**src/vecProc_cfg.svh**
```systemverilog
`ifndef VEC_PROC_CFG_SVH
`define VEC_PROC_CFG_SVH

// Lane geometry of a vector register
`define VP_LANE_W 8
`define VP_LANES 4

// Registers of each kind, scalar and vector
`define VP_REGS 4

// Instruction memory words, one per PC value
`define VP_IMEM_DEPTH 256

// Vector data memory words
`define VP_DMEM_DEPTH 16

`endif

```
**src/vecProcPkg.sv**
```systemverilog
`default_nettype none
`include "vecProc_cfg.svh"

package vecProcPkg;

    typedef logic [`VP_LANE_W-1:0] laneT;
    // Lane 0 in the low byte
    typedef logic [`VP_LANES*`VP_LANE_W-1:0] vecT;
    typedef logic [15:0] instrT;
    typedef logic [$clog2(`VP_IMEM_DEPTH)-1:0] pcT;
    // Bit 3 marks a vector register
    typedef logic [3:0] regSelT;

    typedef enum logic [3:0] {
        OP_NOP = 4'd0,
        OP_ADD = 4'd1,
        OP_SUB = 4'd2,
        OP_AND = 4'd3,
        OP_OR  = 4'd4,
        OP_XOR = 4'd5,
        OP_LI  = 4'd6,
        OP_LD  = 4'd7,
        OP_ST  = 4'd8,
        OP_CMP = 4'd9,
        OP_JMP = 4'd10,
        OP_BZ  = 4'd11
    } opcodeT;

    typedef enum logic [2:0] {
        ALU_ADD  = 3'd0,
        ALU_SUB  = 3'd1,
        ALU_AND  = 3'd2,
        ALU_OR   = 3'd3,
        ALU_XOR  = 3'd4,
        ALU_PASS = 3'd5
    } aluOpT;

    typedef enum logic [1:0] {
        WB_ALU = 2'd0,
        WB_IMM = 2'd1,
        WB_MEM = 2'd2
    } wbSrcT;

    typedef struct packed {
        logic   memWrite;
        wbSrcT  wbSrc;
        regSelT rd;
        laneT   imm;
        logic   regWrite;
        logic   isBranch;
        logic   isJump;
        logic   setFlags;
        aluOpT  aluOp;
    } ctrlT;

    typedef struct packed {
        logic valid;
        ctrlT ctrl;
        vecT  op1;
        vecT  op2;
    } decExT;

    typedef struct packed {
        logic valid;
        ctrlT ctrl;
        logic pcWrite;
        vecT  result;
    } exWbT;

    typedef struct packed {
        regSelT rd;
        vecT    data;
    } retireT;

endpackage

`default_nettype wire

```
**src/decoderStage.sv**
```systemverilog
`timescale 1ns/1ps
`default_nettype none

module decoderStage import vecProcPkg::*; (
    input  instrT  instr,
    output ctrlT   ctrl,
    output regSelT rs1,
    output regSelT rs2
);

    opcodeT opcode;

    assign opcode = opcodeT'(instr[15:12]);

    // Sources sit in the same bits in every format that reads them
    assign rs1 = instr[11:8];
    assign rs2 = instr[7:4];

    always_comb begin
        ctrl = '0;
        ctrl.aluOp = ALU_PASS;
        ctrl.wbSrc = WB_ALU;
        ctrl.imm = instr[7:0];
        ctrl.rd = instr[3:0];
        case (opcode)
            OP_ADD: begin
                ctrl.regWrite = 1'b1;
                ctrl.aluOp = ALU_ADD;
            end
            OP_SUB: begin
                ctrl.regWrite = 1'b1;
                ctrl.aluOp = ALU_SUB;
            end
            OP_AND: begin
                ctrl.regWrite = 1'b1;
                ctrl.aluOp = ALU_AND;
            end
            OP_OR: begin
                ctrl.regWrite = 1'b1;
                ctrl.aluOp = ALU_OR;
            end
            OP_XOR: begin
                ctrl.regWrite = 1'b1;
                ctrl.aluOp = ALU_XOR;
            end
            OP_LI: begin
                ctrl.regWrite = 1'b1;
                ctrl.wbSrc = WB_IMM;
                ctrl.rd = instr[11:8];
            end
            OP_LD: begin
                ctrl.regWrite = 1'b1;
                ctrl.wbSrc = WB_MEM;
                ctrl.rd = instr[11:8];
            end
            // Store data is rs1 passed through the ALU
            OP_ST: ctrl.memWrite = 1'b1;
            // Subtract only for the flags, nothing written
            OP_CMP: begin
                ctrl.setFlags = 1'b1;
                ctrl.aluOp = ALU_SUB;
            end
            OP_JMP: ctrl.isJump = 1'b1;
            OP_BZ: ctrl.isBranch = 1'b1;
            default: ctrl.regWrite = 1'b0;
        endcase
    end

endmodule

`default_nettype wire

```
**config.mk**
```make
export PLATFORM = sky130hd
export DESIGN_NAME = decoderStage
export DESIGN_NICKNAME = d
export VERILOG_FILES = /design/src/vecProcPkg.sv /design/src/decoderStage.sv
export VERILOG_INCLUDE_DIRS = /design/src
export SDC_FILE = /design/constraint.sdc
export NUM_CORES = 1
export LEC_CHECK = 0
export BUFFER_PORTS_ARGS = -buffer_cell sky130_fd_sc_hd__buf_2
export CORE_AREA = 2 2 39 41
export DETAILED_ROUTE_END_ITERATION = 8
export DIE_AREA = 0 0 41 43
export GPL_TIMING_DRIVEN = 0
export PLACE_DENSITY = 0.68
export SLEW_MARGIN = 0
export SYNTH_ARGS = -nofsm -noshare
export SYNTH_HDL_FRONTEND = slang
export SYNTH_SLANG_ARGS = --single-unit
```
**constraint.sdc**
```tcl
create_clock -name vclk -period 2.07
set_input_delay 0.3105 -clock vclk [all_inputs]
set_output_delay 0.3105 -clock vclk [all_outputs]
set_load 0.02 [all_outputs]
```
==> results list, run 1 <==
- Starting DRC count in detailed routing: 2
- Using the TritonRoute via totals, the vias-per-cell ratio works out to about 3.9.
- At the pin with the least slew margin, the transition time is 0.146 ns.
* Highest clock rate: roughly 670 MHz
* Cell breakdown of the critical path: buf_2 > nor2b_4 > nand2_4 > mux2_4 > buf_2
- Destination of the critical timing path: ctrl[15]
* Largest stage delay on the critical path: ~0.3 ns
* Total inserted antenna cells: 0
- FP Rows: 14
* Final-stage net count: between 100 and 150
* Cell area after placement: roughly 550 um^2
- Setup repair after global routing left no endpoint under its margin.
* Finished Cell Area: approximately 550 um^2
* Number of buffers inserted by port buffering: between 40 and 50
- The cell area that synthesis handed to floorplanning was between 300 and 400 um^2.
- Per report_power, the combinational group accounts for between 90% and 100% of the total.
- For this design the static power due to leakage is between 0.3 and 0.4 nW.
- Most common cell after layout, fill and taps aside: sky130_fd_sc_hd__buf_2
- Worst setup EP type: output pin
- Global routing finished with a remaining overflow of 0.
* Clk network pwr share: 0%
- Number of hold violations in the final report: 0
- The detailed router placed approximately 400 vias in this run.
* Crit path buffers/inverters: 2
- The number of global-route vias before repair came to 266.
- The first detailed-routing pass ran for 2 iterations.
* Power per Cell Area: 248 mW/mm^2
* Number of synthesis warnings: 0
- The netlist uses 13 different library cells.
- After clock tree synthesis, the flow added hold-fix buffers numbering 0.
- Period utilization: between 70% and 80%
- Total power after layout: 0.000136 W
- Among the stages of the critical path, the cell type that occurs most often is sky130_fd_sc_hd__buf_2.
* Avg WL per Cell: 7.45 um
- In the routed design, unresolved DRC markers number 0.
* Number of antenna violations at the first check in global routing: 0
* PostCTS Resize Cnt: 0
- Utilization of the core after routing: 39.8%
- Effective utilization at floorplan: a little under a quarter
- The run finished with clean final reports.
- Total Routed Length: 760 um
- Number of maximum-capacitance violations: 0
* Crit path required time: about 1.8 ns
- Top-Level Pins: 46
- The number of pins with negative max-slew slack in the final report is 0.
- The die covers about 0.0018 mm^2.
- In this run the tightest slew margin relative to its limit is between 90 and 100%.
* Worst hold-check path type: in2out
* Total Routing Usage GR: between 7 and 8%
* Timing startpoint of the critical path: instr[14]
- Post-DP HPWL: about 700 um
- Internal: about 0.000064 W
- Relative to the synthesized area, the layout overhead comes to 69.2%.
- Total setup violations reported at the end of the flow: 0
* CP Max Fanout: 8
- Net switching is around 53% of the power.
- Minimum clock period after layout: 1.49 ns
* CORE AREA: 0.00138 mm^2
- Post-CTS setup buffer count: 0
- In the final timing run, aggregate negative setup slack is 0 ns.
- The detail route stage leaves a number of antenna-violating nets equal to 0.
- Multi-input gate area: slightly below 200 um^2
- Synthesis produced between 40 and 50 cells.
- Arrival time at the worst endpoint: roughly 1.2 ns
* Global-route wire length before repair: 1030 um
* Final-layout fill cell count: 149
* Gpl congestion: about 0.67
- Post-synthesis sequential area ratio: 0%
- The worst-case IR drop observed on VDD is just over 100 uV.
- Synthesis produced a netlist with a net count of around 60.
- Die boundary width: between 40 and 50 um
- The average instance in the mapped netlist occupies about 7.2 um^2.
- Layout cell share with drive strength beyond 1: around three quarters
- Counting buffers and inverters, the worst setup path is 5 cells deep.
- In this run the power spent charging and discharging nets is around 0.00007 W.
* Sequential cell area: 0 um^2
- Of the total power, registers draw 0%.
- The die is 43 um tall.
- The library cells used most frequently in the layout, excluding fill and tap cells, are sky130_fd_sc_hd__buf_2, sky130_fd_sc_hd__buf_4, sky130_fd_sc_hd__nor2_1.
* Number of clock buffers in the layout: 0
* Pin count of the biggest net entering global routing: 10
- CP max-delay cell: sky130_fd_sc_hd__mux2_4
- The worst setup path is launched from a primary input.
- Delay-heaviest family, CP: buffers and inverters
- WS Path Type: in2out
- There are 0 flip-flops and latches.
==> worst min-delay path by stage <==
stage | start | to | slack, ns | cells past startpoint
2_1_floorplan | instr[15] | ctrl[1] | 0.70 | 1
3_3_place_gp | instr[7] | rs2[3] | 0.84 | 2
3_5_place_dp | instr[5] | ctrl[12] | 0.84 | 2
4_1_cts | instr[5] | ctrl[12] | 0.84 | 2
5_1_grt | instr[4] | rs2[0] | 0.84 | 2
6_report | instr[5] | ctrl[12] | 0.84 | 2
==> power groups by stage <==
stage	registers (W)	logic, W	clock network [W]
floorplan	0	0.0000937	0
global placement	0	0.000137	0
detailed placement	0	0.000138	0
CTS	0	0.000138	0
global route	0	0.000147	0
finish	0	0.000136	0
==> final cells by class <==
| cell class | count | share of cell area, % |
|---|---|---|
| Timing Repair Buffer | 41 | 37.3 |
| Tap cell | 16 | 3.64 |
| Buffer | 17 | 23.9 |
| Multi-Input combinational cell | 28 | 35.2 |
==> logic make-up after synthesis <==
group | synth area share, %
AND/OR/NAND/NOR | 36.5
buffers and inverters | 40.4
multiplexers | 18.5
AO/OA/AOI/OAI | 4.61
==> layer usage <==
layer  global-route usage, %  vias to the layer above  routed length (um)
met5                       0                        -                   0
met4                       0                        0                   0
met3                       0                        0                  73
met2                    13.1                       21                 408
met1                    11.1                      164                 277
li1                        -                      212                   -
==> through the flow <==
stage	hold slack [ns]	setup slack (ns)	std cells
after floorplan	0.698	0.704	45
after global placement	0.839	0.578	102
after detailed placement	0.838	0.570	102
after CTS	0.838	0.570	102
after global routing	0.844	0.525	102
final	0.837	0.577	102
==> synth_stat cells (all sizes together) <==
cell,count,area (um^2)
buf,17,131
nor2,7,26.3
mux2,4,60.1
nand2,4,22.5
nand2b,4,25.0
a21oi,3,15.0
nor3,2,10.0
nand3b,1,7.51
nor2b,1,13.8
or2,1,6.26
or2b,1,7.51
Power figures use the tool's default switching activity.
==> run 2: changes to the inputs <==
ABC_AREA = 1   (was not set)
PLACE_DENSITY = 0.73   (was 0.68)
clock period = 1.3 ns   (was 2.07 ns; I/O delays follow)
==> run 2 against run 1 <==
  * Clock-buffer cell count did not move
  * Global-route usage rose by 2.7 points
  * Combinational power rose by 68%
  * Wire length rose by 33%
  * Die area did not move
  * Critical path type unchanged
  * Largest cell class unchanged
  * Sequential share of layout area did not move
  * Area after synthesis rose by 6.9%
  * Largest power group unchanged
  * Cell area rose by 4.1%
  * Critical path depth rose by 2
==> results list, run 2 <==
- Worst Max-Slew Pin Slew: around 0.22 ns
* Overflow left after global routing: 0
- Timing startpoint of the critical path: instr[14]
- Power per Cell Area: between 300 and 400 mW/mm^2
- The number of pins with negative max-slew slack in the final report was 0.
- Layout overhead on the synthesized area: 64.7%
- Layout cell share with drive strength beyond 1: ~68%
- Before antenna repair, the detailed router went through 4 iterations.
* Sequential cell area: 0 um^2
* Vias in the first global route: 351
* Total Routed Length: ~1000 um
- The routed layout has 477 vias.
- Minimum clock period after layout: 1.17 ns
* Arrival time at the worst endpoint: 0.98 ns
- Setup violations remaining at the end of the flow were counted as 0.
- Final-layout fill cell count: approximately 170
* Destination of the critical timing path: ctrl[2]
- Post-synth top cells: sky130_fd_sc_hd__buf_4, sky130_fd_sc_hd__nand2_1, sky130_fd_sc_hd__nor2_1, sky130_fd_sc_hd__inv_2, sky130_fd_sc_hd__nand3_1
* Result of the run: completed
- For this run, the number of Yosys warnings is 0.
* Worst setup EP type: output pin
- The floorplan has 14 rows.
- After clock tree synthesis, the setup repair step added 0 buffers.
* Antenna Nets Post-Route: 0
- Effective utilization at floorplan: 25.1%
* Comb pwr share: between 90% and 100%
* CP Max Fanout: 7
- Switching pwr: about 0.00013 W
* Cell variety after synth: 14
- Number of maximum-capacitance violations: 0
* Largest stage delay on the critical path: 0.19 ns
- Post-DP HPWL: 884 um
* Drt drc: 0
- Net switching is about three fifths of the power.
* Cell breakdown of the critical path: buf_2 > inv_2 > nor2_4 > nand2_2 > nand3_1 > o21bai_2 > buf_2
- Total inserted antenna cells: 0
- The congestion estimate from routability-driven global placement came to 0.869.
- Worst hold-check path type: in2out
- Hold buffer count at cts: 0
* Max-Slew Margin vs Limit: a little under nine tenths
- The most numerous cell type found on the critical path is sky130_fd_sc_hd__buf_2.
* Avg WL per Cell: 8.42 um
- Of the total power, registers draw 0%.
- Die Span Y: 43 um
* Leading post-synthesis cells by cell area: sky130_fd_sc_hd__buf_4, sky130_fd_sc_hd__nand2_1, sky130_fd_sc_hd__nor2_1
* Number of clock buffers in the layout: 0
- Commonest cells after routing, fill and taps aside: sky130_fd_sc_hd__buf_2, sky130_fd_sc_hd__buf_4, sky130_fd_sc_hd__nand2_1
* Top-Level Pins: 46
- Setup repair after global routing left no endpoint under its margin.
- Synthesized netlist cell count: between 60 and 70
- WS Path Type: in2out
* Number of antenna violations at the first check in global routing: 0
* Area share of the leading cell type in the synthesized netlist: about a third
- The slowest stage of the critical path belongs to the cell sky130_fd_sc_hd__nor2_4.
- After routing, the total negative slack on setup checks comes to 0 ns.
* Via density per instance: between 3 and 4
* Die boundary width: 41 um
* Most common cell after layout, fill and taps aside: sky130_fd_sc_hd__buf_2
- Highest clock rate: 853 MHz
- IR analysis of the VDD net gives a maximum drop of roughly 110 uV.
- The die covers between 0.0015 and 0.002 mm^2.
- When the netlist entered floorplanning its net count stood at 79.
* Period utilization: roughly 90%
- Internal: ~0.000095 W
- Largest area contributor in the netlist: sky130_fd_sc_hd__buf_4
* Number of hold violations in the final report: 0
- Global-route wire length before repair: around 1400 um
* Clk network pwr share: 0%
* Post-Place Worst Slack: between 0.1 and 0.15 ns
* Mapped Area: ~350 um^2
* Count leader, synth: sky130_fd_sc_hd__buf_4
- After the last flow step, the layout net total stands at approximately 120.
- A synthesized cell averages approximately 5.5 um^2.
* CORE AREA: 0.00138 mm^2
- Global routing consumed, over all layers together, 10.4% of the routing resources.
* Pin count of the biggest net entering global routing: 11
- There are 0 flip-flops and latches.
* Crit path required time: 1.11 ns
- STA classifies the critical path startpoint as a primary input.
* Worst slack on hold paths: between 0.6 and 0.7 ns
- Static Leak: 0.386 nW
- Starting DRC count in detailed routing: 7
- Post-synthesis sequential area ratio: 0%
* Minimum setup slack in the final design: 0.128 ns
- PostCTS Resize Cnt: 0
* Number of buffers inserted by port buffering: around 40
## run 2: changes by cell type in the layout (fill, tap and decap cells not counted), sizes merged, moves of 2 or more
cell    previous run  this run
a21oi              3         1
nand3              0         6
nand2b             4         0
nand2              4        16
nor2               7        11
mux2               4         0
inv                0         9
## run 2: through the flow
stage	power (W)	cell area, um^2	instances	utilization [%]
after global routing	0.000249	573	120	41.4
after detailed placement	0.000230	573	120	41.4
after global placement	0.000226	573	120	41.4
after floorplan	0.000154	348	63	-
final	0.000229	573	120	41.4
after CTS	0.000231	573	120	41.4
## run 2: power by group through the flow
| stage | registers (W) | logic (W) | clock network [W] |
|---|---|---|---|
| 2_1_floorplan | 0 | 0.000154 | 0 |
| 3_3_place_gp | 0 | 0.000226 | 0 |
| 3_5_place_dp | 0 | 0.000230 | 0 |
| 4_1_cts | 0 | 0.000231 | 0 |
| 5_1_grt | 0 | 0.000249 | 0 |
| 6_report | 0 | 0.000229 | 0 |
## run 2: layout make-up
class | instances | area, um^2 | share of cell area, %
Tap cell | 16 | 20.0 | 3.49
Timing Repair Buffer | 41 | 205 | 35.8
Inverter | 9 | 33.8 | 5.90
Buffer | 17 | 131 | 22.9
Multi-Input combinational cell | 37 | 183 | 31.9
## run 2: worst min path at each step
stage,from,endpoint,slack [ns],depth (start not counted)
detailed placement,instr[4],ctrl[11],0.61,2
global placement,instr[4],rs2[0],0.61,2
floorplan,instr[12],ctrl[21],0.44,1
finish,instr[5],ctrl[12],0.61,2
CTS,instr[4],ctrl[11],0.61,2
global route,instr[4],rs2[0],0.61,2
## run 2: logic make-up after synthesis
kind of cell	count (synthesis)	share of synthesized area [%]
buffers and inverters	26	47.5
AOI/OAI and AO/OA	3	6.83
and+or+nand+nor	34	45.7
## run 2: layer usage
layer / vias up / share of wire, % / GRT usage [%]
met5: - / 0 / 0
met4: 0 / 0 / 0
met3: 0 / 9.9 / 0
met2: 22 / 51 / 19.1
met1: 193 / 39 / 13.6
li1: 262 / - / -
## run 2: critical path: cells and delay by family
family,cells,cell delay [ns]
buffers and inverters,3,0.34
AO/OA/AOI/OAI,1,0.07
AND/OR/NAND/NOR,3,0.37
==> run 3: changes to the inputs <==
ABC_AREA = 0   (was 1)
ABC_CLOCK_PERIOD_IN_PS = 1300   (was not set)
PLACE_DENSITY = 0.71   (was 0.73)
==> run 3 against run 2 <==
  * Cell area down 3.1%
  * Global-route usage is 0.80 points lower
  * Via count decreased by 13%
  * First-iteration DRC count shrank 86%
==> results list, run 3 (synthesis gave the netlist of run 1 again) <==
- The finished cells cover 556 um^2.
- Setup repair after global routing left no endpoint under its margin.
- The worst hold path passes through 2 cells.
- At the worst endpoint, the required time is roughly 1.1 ns.
- In the final layout, the share of cells above drive strength 1 is roughly three quarters.
- Compared with the post-synthesis result, the final layout area differs by 70.8%.
- Starting DRC count in detailed routing: 1
- Total negative slack for setup checks: 0 ns
* Number of antenna violations at the first check in global routing: 0
* Result of the run: completed
- The total area inside the core boundary comes to about 0.0014 mm^2.
- The worst setup path is of the in2out kind.
- After detailed routing, the number of vias per cell comes to around 4.1.
- In the final design database the tool counted about 100 nets.
* Die boundary width: 41 um
- Worst hold-check path type: in2out
* Total Routing Usage GR: 9.59%
- The filler cells instantiated in the layout total 152.
- VDD sags by at most roughly 130 uV.
- The die covers 0.00176 mm^2.
- Number of hold violations in the final report: 0
- The library cell used most frequently in the layout, excluding fill and tap cells, is sky130_fd_sc_hd__buf_2.
- Number of clock buffers in the layout: 0
- Worst slack on hold paths: 0.607 ns
- The library cells used most frequently in the layout, excluding fill and tap cells, are sky130_fd_sc_hd__buf_2, sky130_fd_sc_hd__buf_4, sky130_fd_sc_hd__nor2_1.
- Worst Setup Start Kind: primary input
- In this design, the stage delay of the slowest critical-path cell is between 0.2 and 0.3 ns.
- STA classifies the critical path endpoint as an output pin.
- The path with the worst hold slack has its endpoint at rs2[3].
* Total setup violations reported at the end of the flow: 0
- Wires add up to approximately 840 um.
* Post-Place Worst Slack: approximately 0.028 ns
- The detail route stage leaves a number of antenna-violating nets equal to 0.
- Drt drc: 0
- Post-DP HPWL: 776 um
- The first global-routing pass estimated ~1300 um of wire.
- Via count: 415
- CP max-delay cell: sky130_fd_sc_hd__mux2_4
- Max-cap violations in this run came to 0.
- Data on the critical path arrives at its endpoint at approximately 1.1 ns.
* Total inserted antenna cells: 0
* Post-CTS setup buffer count: 0
- Sequential cell area: 0 um^2
* Worst Max-Slew Pin Slew: between 0.1 and 0.15 ns
- Number of buffers inserted by port buffering: between 40 and 50
* Minimum clock period after layout: 1.25 ns
* Die Span Y: 43 um
- Highest clock rate: about 800 MHz
- Minimum setup slack in the final design: approximately 0.049 ns
- At the end of routability-driven placement, the weighted congestion stood at approximately 0.62.
- Sequential cells placed in the final layout were counted as 0.
* Power per Cell Area: between 300 and 400 mW/mm^2
- In this run the most critical hold path is launched from instr[7].
- Overflow left after global routing: 0
- Pin count of the biggest net entering global routing: 10
- Slew Viols, Final: 0
- For this run, the detailed router's first-pass iteration total came to 2.
- CP Max Fanout: 8
- The floorplan has 14 rows.
- Traced cell by cell, the critical path runs through clkbuf_4 > nor2b_4 > nand2_4 > mux2_4 > buf_2.
* Static Leak: between 0.3 and 0.4 nW
- At the end of the flow the core is filled with cells to 40.1%.
* Cell area after placement: about 550 um^2
- Period utilization: 96.2%
- Vias in the first global route: about 350
- The initial utilization of the core area, before any placement, comes to between 20% and 30%.
- The number of buffers and inverters on the critical path is 2.
* Delay-heaviest family, CP: buffers and inverters
- Avg WL per Cell: just over 8 um
* Top-Level Pins: 46
- Max-Slew Margin vs Limit: 90.1%
[run 3: changes by cell type in the layout (fill, tap and decap cells not counted), moves of 2 or more]
| cell | delta |
|---|---|
| sky130_fd_sc_hd__inv_1 | -3 |
| sky130_fd_sc_hd__nor3_1 | +2 |
| sky130_fd_sc_hd__nand2_2 | -3 |
| sky130_fd_sc_hd__mux2_4 | +4 |
| sky130_fd_sc_hd__nor2_1 | -2 |
| sky130_fd_sc_hd__nand2_1 | -10 |
| sky130_fd_sc_hd__buf_2 | -2 |
| sky130_fd_sc_hd__nand3_1 | -6 |
| sky130_fd_sc_hd__a21oi_1 | +2 |
| sky130_fd_sc_hd__inv_2 | -6 |
| sky130_fd_sc_hd__nand2b_1 | +4 |
[run 3: final cells by class]
cell class,instances,area (um^2),area share [%]
Buffer,17,131,23.6
Tap cell,16,20.0,3.60
Timing Repair Buffer,41,210,37.8
Multi-Input combinational cell,28,194,34.9
[run 3: worst max-delay path by stage]
stage	slack, ns	from	cells past startpoint	endpoint
2_1_floorplan	0.17	instr[13]	4	ctrl[1]
3_3_place_gp	0.04	instr[14]	5	ctrl[18]
3_5_place_dp	0.03	instr[14]	5	ctrl[16]
4_1_cts	0.03	instr[14]	5	ctrl[16]
5_1_grt	0.001	instr[14]	5	ctrl[18]
6_report	0.05	instr[14]	5	ctrl[16]
[run 3: repair_timing]
item                       in CTS  in global routing
setup endpoints to repair       0                  4
hold buffers                    0                  0
gates resized for setup         0                  2
[run 3: through the flow]
step	total power, W	std cells
6_report	0.000221	102
5_1_grt	0.000239	102
4_1_cts	0.000221	102
3_5_place_dp	0.000221	102
3_3_place_gp	0.000218	102
2_1_floorplan	0.000149	45
[run 3: power breakdown]
part | leakage [nW] | switching, W | internal, W
Combinational | 0.345 | 0.000117 | 0.000104
Sequential | 0 | 0 | 0
Clock | 0 | 0 | 0
Total | 0.345 | 0.000117 | 0.000104
[run 3: per-layer routing]
metal | global-route usage (%) | share of wire, % | vias to the layer above
met2 | 17.8 | 56 | 18
met1 | 12.3 | 37 | 185
met4 | 0 | 0 | 0
met5 | 0 | 0 | -
li1 | - | - | 212
met3 | 0 | 6.9 | 0
